--- src/serial_link_pkg.sv ---
// serial link shared definitions
// word and lane widths, vector types and the structs passed between blocks
`default_nettype none

package serial_link_pkg;

   //##########################################################################
   // widths
   //##########################################################################

   // parallel word width
   localparam int PW = 32;
   // serial lane width
   localparam int SW = 2;
   // lanes per full word
   localparam int NL = PW / SW;
   // lane counter holds 0..NL, one bit wider than a lane index
   localparam int CW = $clog2(NL + 1);

   //##########################################################################
   // types
   //##########################################################################

   typedef logic [PW-1:0] word_t;
   typedef logic [SW-1:0] lane_t;
   // frame length in lanes, legal 1..NL
   typedef logic [CW-1:0] size_t;

   // one transmit request as it sits in the queue
   typedef struct packed {
      word_t data;
      size_t size;
   } tx_req_t;

   // serial link between transmitter and receiver
   typedef struct packed {
      logic  valid;
      logic  shift;
      lane_t data;
   } ser_bus_t;

endpackage

`default_nettype wire

--- src/par2ser.sv ---
// parallel to serial converter
// loads a request into a shift register and sends 1..NL lanes on shift strobes,
// msb lane first or lsb lane first, a remote wait holds off new frames
`timescale 1ns/1ns
`default_nettype none

module par2ser (
   input  logic                      clk,
   input  logic                      nreset,
   input  serial_link_pkg::tx_req_t  req,
   input  logic                      load,
   input  logic                      shift,
   input  logic                      lsbfirst,
   input  logic                      wait_in,
   output logic                      start,
   output logic                      wait_out,
   output serial_link_pkg::ser_bus_t ser
);

   import serial_link_pkg::*;

   // lanes still to send, zero when idle
   size_t count;
   word_t shift_reg;
   logic  busy;
   logic  step;

   //##########################################################################
   // frame control
   //##########################################################################

   assign busy = (count != '0);

   // new frame only from an idle converter and no remote wait
   assign start = load & ~wait_in & ~busy;

   // a strobe outside a frame is ignored
   assign step = shift & busy;

   // far end sees us busy while a frame runs or it asked for a pause
   assign wait_out = wait_in | busy;

   // lane counter
   always_ff @(posedge clk or negedge nreset) begin
      if (!nreset)
         count <= '0;
      else if (start)
         count <= req.size;
      else if (step)
         count <= count - 1'b1;
   end

   //##########################################################################
   // shift register
   //##########################################################################

   // lsb first moves toward the low end, msb first toward the high end
   // vacated lanes fill with zeros, they are never sampled
   always_ff @(posedge clk) begin
      if (start)
         shift_reg <= req.data;
      else if (step && lsbfirst)
         shift_reg <= {{SW{1'b0}}, shift_reg[PW-1:SW]};
      else if (step)
         shift_reg <= {shift_reg[PW-SW-1:0], {SW{1'b0}}};
   end

   //##########################################################################
   // serial bus
   //##########################################################################

   always_comb begin
      ser.valid = busy;
      ser.shift = step;
      // outgoing lane from the end that leaves first
      if (lsbfirst)
         ser.data = shift_reg[SW-1:0];
      else
         ser.data = shift_reg[PW-1:PW-SW];
   end

   //##########################################################################
   // checks
   //##########################################################################

   // a zero size would start nothing and the frame would never show
   a_size_nonzero: assert property (@(posedge clk) disable iff (!nreset)
      start |-> (req.size != '0))
      else $error("par2ser: frame started with size zero");

endmodule

`default_nettype wire

--- src/ser2par.sv ---
// serial to parallel collector
// rebuilds each word from the lanes on the serial bus and pulses word_valid
// one cycle after the frame ends
`timescale 1ns/1ns
`default_nettype none

module ser2par (
   input  logic                      clk,
   input  logic                      nreset,
   input  serial_link_pkg::ser_bus_t ser,
   input  logic                      lsbfirst,
   output logic                      word_valid,
   output serial_link_pkg::word_t    word
);

   import serial_link_pkg::*;

   // bits of a lane position inside the word
   localparam int LW = $clog2(NL);

   word_t asm_reg;
   word_t asm_next;
   // lanes collected so far in this frame
   size_t idx;
   size_t idx_next;
   logic  prev_valid;
   logic  take;
   logic  frame_begin;
   logic  frame_end;

   //##########################################################################
   // frame tracking
   //##########################################################################

   assign take        = ser.valid & ser.shift;
   assign frame_begin = ser.valid & ~prev_valid;
   // first idle cycle after a frame
   assign frame_end   = ~ser.valid & prev_valid;

   //##########################################################################
   // assembly
   //##########################################################################

   // first lane can arrive in the very first valid cycle,
   // so the clear and the insert are merged here
   always_comb begin
      asm_next = frame_begin ? '0 : asm_reg;
      idx_next = frame_begin ? '0 : idx;
      if (take) begin
         if (lsbfirst)
            // lane i lands at lane position i
            asm_next[idx_next[LW-1:0]*SW +: SW] = ser.data;
         else
            // shift in at the bottom, result right aligned
            asm_next = {asm_next[PW-SW-1:0], ser.data};
         idx_next = idx_next + 1'b1;
      end
   end

   always_ff @(posedge clk) begin
      asm_reg <= asm_next;
   end

   always_ff @(posedge clk or negedge nreset) begin
      if (!nreset) begin
         prev_valid <= 1'b0;
         idx        <= '0;
         word_valid <= 1'b0;
      end
      else begin
         prev_valid <= ser.valid;
         idx        <= idx_next;
         // one strobe per frame, a cycle after valid drops
         word_valid <= frame_end;
      end
   end

   // output word held until the next frame ends
   always_ff @(posedge clk) begin
      if (frame_end)
         word <= asm_reg;
   end

   //##########################################################################
   // checks
   //##########################################################################

   // sender never runs a frame longer than a full word
   a_idx_range: assert property (@(posedge clk) disable iff (!nreset)
      idx <= size_t'(NL))
      else $error("ser2par: more than NL lanes in one frame");

endmodule

`default_nettype wire

--- src/serial_link.sv ---
// serial link top level
// transmit queue feeding the parallel to serial converter, plus the
// serial to parallel collector on the receive pins
`timescale 1ns/1ns
`default_nettype none

module serial_link #(
   parameter int QUEUE_DEPTH = 4
) (
   input  logic                      clk,
   input  logic                      nreset,
   // transmit requests
   input  logic                      tx_push,
   input  serial_link_pkg::tx_req_t  tx_req,
   output logic                      tx_full,
   // link control
   input  logic                      lsbfirst,
   input  logic                      shift_en,
   input  logic                      link_wait,
   output logic                      link_busy,
   // serial pins
   output serial_link_pkg::ser_bus_t ser_out,
   input  serial_link_pkg::ser_bus_t ser_in,
   // received words
   output logic                      rx_valid,
   output serial_link_pkg::word_t    rx_word
);

   import serial_link_pkg::*;

   // queue head and handshake to the converter
   tx_req_t head;
   logic    not_empty;
   logic    start;

   //##########################################################################
   // transmit side
   //##########################################################################

   // queue pops in the same cycle the converter starts a frame
   tx_queue #(
      .DEPTH     (QUEUE_DEPTH)
   ) tx_queue_i (
      .clk       (clk),
      .nreset    (nreset),
      .push      (tx_push),
      .push_req  (tx_req),
      .pop       (start),
      .head      (head),
      .not_empty (not_empty),
      .full      (tx_full)
   );

   par2ser par2ser_i (
      .clk       (clk),
      .nreset    (nreset),
      .req       (head),
      .load      (not_empty),
      .shift     (shift_en),
      .lsbfirst  (lsbfirst),
      .wait_in   (link_wait),
      .start     (start),
      .wait_out  (link_busy),
      .ser       (ser_out)
   );

   //##########################################################################
   // receive side
   //##########################################################################

   ser2par ser2par_i (
      .clk        (clk),
      .nreset     (nreset),
      .ser        (ser_in),
      .lsbfirst   (lsbfirst),
      .word_valid (rx_valid),
      .word       (rx_word)
   );

endmodule

`default_nettype wire

--- src/tx_queue.sv ---
// transmit request queue
// small circular FIFO holding words waiting for the serializer,
// head request shown combinationally with a not-empty level
`timescale 1ns/1ns
`default_nettype none

module tx_queue #(
   parameter int DEPTH = 4
) (
   input  logic                      clk,
   input  logic                      nreset,
   input  logic                      push,
   input  serial_link_pkg::tx_req_t  push_req,
   input  logic                      pop,
   output serial_link_pkg::tx_req_t  head,
   output logic                      not_empty,
   output logic                      full
);

   import serial_link_pkg::*;

   // pointer and occupancy widths
   localparam int AW = (DEPTH > 1) ? $clog2(DEPTH) : 1;
   localparam int NW = $clog2(DEPTH + 1);

   tx_req_t       mem [DEPTH];
   logic [AW-1:0] wr_ptr;
   logic [AW-1:0] rd_ptr;
   logic [NW-1:0] count;
   logic          push_ok;
   logic          pop_ok;

   // wrap at DEPTH, depth need not be a power of two
   function automatic logic [AW-1:0] next_ptr(input logic [AW-1:0] ptr);
      if (ptr == AW'(DEPTH - 1))
         return '0;
      return ptr + 1'b1;
   endfunction

   //##########################################################################
   // status
   //##########################################################################

   assign not_empty = (count != '0);
   assign full      = (count == NW'(DEPTH));

   // an illegal push or pop leaves the queue untouched
   assign push_ok = push & ~full;
   assign pop_ok  = pop & not_empty;

   //##########################################################################
   // storage
   //##########################################################################

   always_ff @(posedge clk) begin
      if (push_ok)
         mem[wr_ptr] <= push_req;
   end

   // oldest entry goes straight to the serializer
   assign head = mem[rd_ptr];

   // pointers and occupancy
   always_ff @(posedge clk or negedge nreset) begin
      if (!nreset) begin
         wr_ptr <= '0;
         rd_ptr <= '0;
         count  <= '0;
      end
      else begin
         if (push_ok)
            wr_ptr <= next_ptr(wr_ptr);
         if (pop_ok)
            rd_ptr <= next_ptr(rd_ptr);
         // simultaneous push and pop keeps the count
         case ({push_ok, pop_ok})
            2'b10:   count <= count + 1'b1;
            2'b01:   count <= count - 1'b1;
            default: count <= count;
         endcase
      end
   end

   //##########################################################################
   // checks
   //##########################################################################

   // source must honour tx_full
   a_no_push_full: assert property (@(posedge clk) disable iff (!nreset)
      push |-> !full)
      else $error("tx_queue: push while full");

   // serializer only starts on a queued request
   a_no_pop_empty: assert property (@(posedge clk) disable iff (!nreset)
      pop |-> not_empty)
      else $error("tx_queue: pop while empty");

endmodule

`default_nettype wire

--- config.mk ---
export PLATFORM = sky130hd
export DESIGN_NAME = serial_link
export DESIGN_NICKNAME = d
export VERILOG_FILES = /design/src/serial_link_pkg.sv /design/src/par2ser.sv /design/src/ser2par.sv /design/src/serial_link.sv /design/src/tx_queue.sv
export SDC_FILE = /design/constraint.sdc
export NUM_CORES = 1
export LEC_CHECK = 0
export BUFFER_PORTS_ARGS = -buffer_cell sky130_fd_sc_hd__buf_2
export CORE_UTILIZATION = 63
export CTS_BUF_LIST = sky130_fd_sc_hd__clkbuf_8
export DETAILED_ROUTE_END_ITERATION = 8
export PLACE_DENSITY = 0.83
export SETUP_SLACK_MARGIN = 0.02
export SLEW_MARGIN = 20
export SYNTH_ARGS = -nofsm -noshare
export SYNTH_HDL_FRONTEND = slang
export SYNTH_SLANG_ARGS = --single-unit
export TNS_END_PERCENT = 20
--- constraint.sdc ---
create_clock -name clk -period 6.9 [get_ports clk]
set_input_delay 1.38 -clock clk [delete_from_list [all_inputs] [get_ports clk]]
set_output_delay 1.38 -clock clk [all_outputs]
set_load 0.01 [all_outputs]
==> summary.txt <==
Status
  • Status: finished, final reports clean

Timing
  • RSZ-0062 raised after global routing: no
  • Setup violators final: 0
  • Hold Vio Cnt, Final: 0
  • Setup_tns: 0 ns
  • Worst Skew: 0.0260 ns
  • Final period util: 57.0%
  • Final min period: ~3.9 ns
  • Fmax: 0.254 GHz
  • Slew @ Worst Pin: 1.10 ns
  • Setup ws final: between 2 and 3 ns
  • Max transition margin: a little over a quarter
  • Slew Viols, Final: 0

Placement
  • Final HPWL DP: approximately 13,000 µm
  • GPL Wtd Cong: 0.836
  • I/O Buffers: 85
  • Post-placement cell count: 1,002
  • Pre-CTS setup slack: between 2 and 3 ns

Yosys
  • #FFs+latches synth: 262
  • Seq/Total Area, Yosys: 68.8%
  • Post-Syn Area: approximately 11,000 µm²
  • Syn_nets: 796
  • Synthesized instance count: 738
  • Leading area contributor after synthesis: edfxtp_1
  • Syn Area/Cell: 14.7 µm²
  • YS warnings: 0
  • Asr flop ratio synth: around 7%
  • Distinct cells, synth: between 40 and 50
  • Dominant cells by area after synthesis: edfxtp_1 59%, mux4_2 7.7%, dfxtp_1 5.9%
  • Post-synth EDFFs: 212
  • Ys flop type: edfxtp_1
  • Post-synth top area share: slightly below 60%

Routing
  • Via density: ~6.2
  • DRC viols: 0
  • Drt wl/cell: 19.6 µm
  • Drt pass-1 iters: 5
  • Final wirelength: 21,100 µm
  • ANT nets after route: 0
  • Starting DRT DRC Count: 769
  • Via count: between 6,000 and 7,000

Critical path
  • Critical path fanouts, max: 44
  • Worst setup SP type: input port
  • Critical R2R Launch: par2ser_i.count[0]
  • Reg2Reg Capture Point: tx_queue_i.count[2]
  • Critical-path cell list: buf_2 > mux2_2 > buf_2
  • Critical Path RT: 5.52 ns
  • CP peak stage delay: 0.60 ns
  • Worst EP arrival: 2.55 ns
  • Flop-to-flop setup slack: approximately 3.3 ns
  • R2r worst-path depth: 11
  • Slowest-stage cell, CP: buf_2
  • Element type at the critical path end: output pin
  • CP most frequent cell: buf_2
  • Setup Crit Path Kind: in -> out

Run
  • Max-Cap Viols: 0

Clock network
  • Clk slew on worst S/H paths: around 0.060 ns
  • H-Tree Depth: 2
  • CTS tree: done
  • CTS sink cnt: between 200 and 300
  • CTS Buffer Depth: 3
  • Clk Latency, worst-skew pair: 0.55 ns
  • Resized cells post-CTS: 0
  • Root Buffer: clkbuf_8
  • # Post-CTS Setup Buffers: 0
  • Cts bufs inserted: between 40 and 50
  • Hold_buf cts: 0

Cells and area
  • Area of the multi-input gates: 3100 µm²
  • Layout cell share with drive strength beyond 1: 23.7%
  • Most frequent cells in the layout: 212 x edfxtp_1, 88 x nand2_1, 85 x buf_2, 43 x clkbuf_8, 37 x mux4_2
  • Fin cells: ~1,100
  • Fillers: 1,060
  • Seq. cell area: 7460 µm²
  • Commonest non-fill, non-tap cell in the layout: edfxtp_1
  • Post-layout nets: between 800 and 900
  • Top reg by flops: tx_queue_i.mem
  • Max reg flops: 148
  • P&R area growth vs syn: 12.1%
  • Final Core Density: 72.7%

Worst hold path
  • Hold path depth: 0
  • WHS Endpoint: ser2par_i.word[0]
  • Worst Hold Class: reg -> reg
  • Hold path start: ser2par_i.asm_reg[0]

Floorplan
  • Core Area: 16,700 µm²
  • Row cnt: 47
  • I/O pin cnt: 86
  • Die width: between 100 and 150 µm
  • Initial Util: 64.9%
  • Die Height: approximately 130 µm
  • Die area: 17,700 µm²

Global routing
  • Busiest grt layer: met2
  • Number of global-route vias before repair: 6,693
  • Initial antenna violation count: 1
  • Congestion Overflow GR: 0
  • Largest net degree at the start of global routing: 66
  • First-pass GRT wire length: 33,600 µm
  • Met2 Usage GRT: 40.7%
  • Met3 usage: 4.76%
  • Global Route Usage Sum: 24.6%
  • GR Layer Usage met1: between 30 and 40%

Pwr
  • Leakage: between 4 and 5 nW
  • Total power: 4.56 mW
  • IR drop worst, VDD: 0.000260 V
  • Pwr dens: 375 nW/µm²
-- cells by family (layout without fill, tap and decap cells) --
family / Yosys count / after routing / share of synthesized area, %
mux: 48 / 48 / 8.82
xor+xnor: 8 / 8 / 0.647
compound gates: 112 / 112 / 7.14
fa+ha+maj: 11 / 11 / 1.34
buf+inv: 65 / 184 / 2.67
flops: 262 / 262 / 68.8
other cells: 0 / 1 / 0
simple gates: 232 / 232 / 10.6
-- critical path: cells and delay by family --
family / cells / cell delay (ns)
mux: 1 / 0.43
buf+inv: 2 / 0.74
-- power breakdown --
group | internal, mW | switching, mW
registers | 2.14 | 0.191
clock network | 0.619 | 0.574
logic | 0.462 | 0.573
-- per-layer routing --
layer  vias up  share of wire [%]
li1       3042                  -
met1      3291                 40
met2       305                 51
met3        48                6.7
met4         0                2.4
met5         -                  0
-- cell type report --
cell class / count / share of cell area (%)
Antenna cell: 1 / 0.0206
Clock buffer: 43 / 4.87
Clock inverter: 32 / 1.35
Inverter: 13 / 0.402
Multi-Input combinational cell: 411 / 25.5
Sequential cell: 262 / 61.4
Tap cell: 220 / 2.27
Timing Repair Buffer: 96 / 4.18
-- stage by stage --
stage | hold slack [ns] | area, µm²
floorplan | 0.422 | 10800
global route | 0.469 | 12100
CTS | 0.459 | 12100
finish | 0.457 | 12100
detailed placement | 0.442 | 11400
global placement | 0.449 | 11400
-- worst max-delay path by stage --
| stage | startpoint | to | slack [ns] |
|---|---|---|---|
| 2_1_floorplan | lsbfirst | ser_out[0] | 3.26 |
| 6_report | lsbfirst | ser_out[0] | 2.97 |
| 5_1_grt | lsbfirst | ser_out[0] | 2.93 |
| 4_1_cts | lsbfirst | ser_out[0] | 2.99 |
| 3_3_place_gp | ser_in[3] | ser2par_i.asm_reg[4] | 2.92 |
| 3_5_place_dp | ser_in[3] | ser2par_i.asm_reg[20] | 2.80 |
-- Yosys cell counts (16+ instances only) --
cell / n
mux4_2: 37
dfxtp_1: 32
dfrtp_1: 18
a21oi_1: 30
clkbuf_1: 36
nand2_1: 88
a31oi_1: 29
nor3b_1: 23
nand3_1: 36
nor2_1: 35
edfxtp_1: 212
o221ai_1: 16
Power figures use the tool's default switching activity.
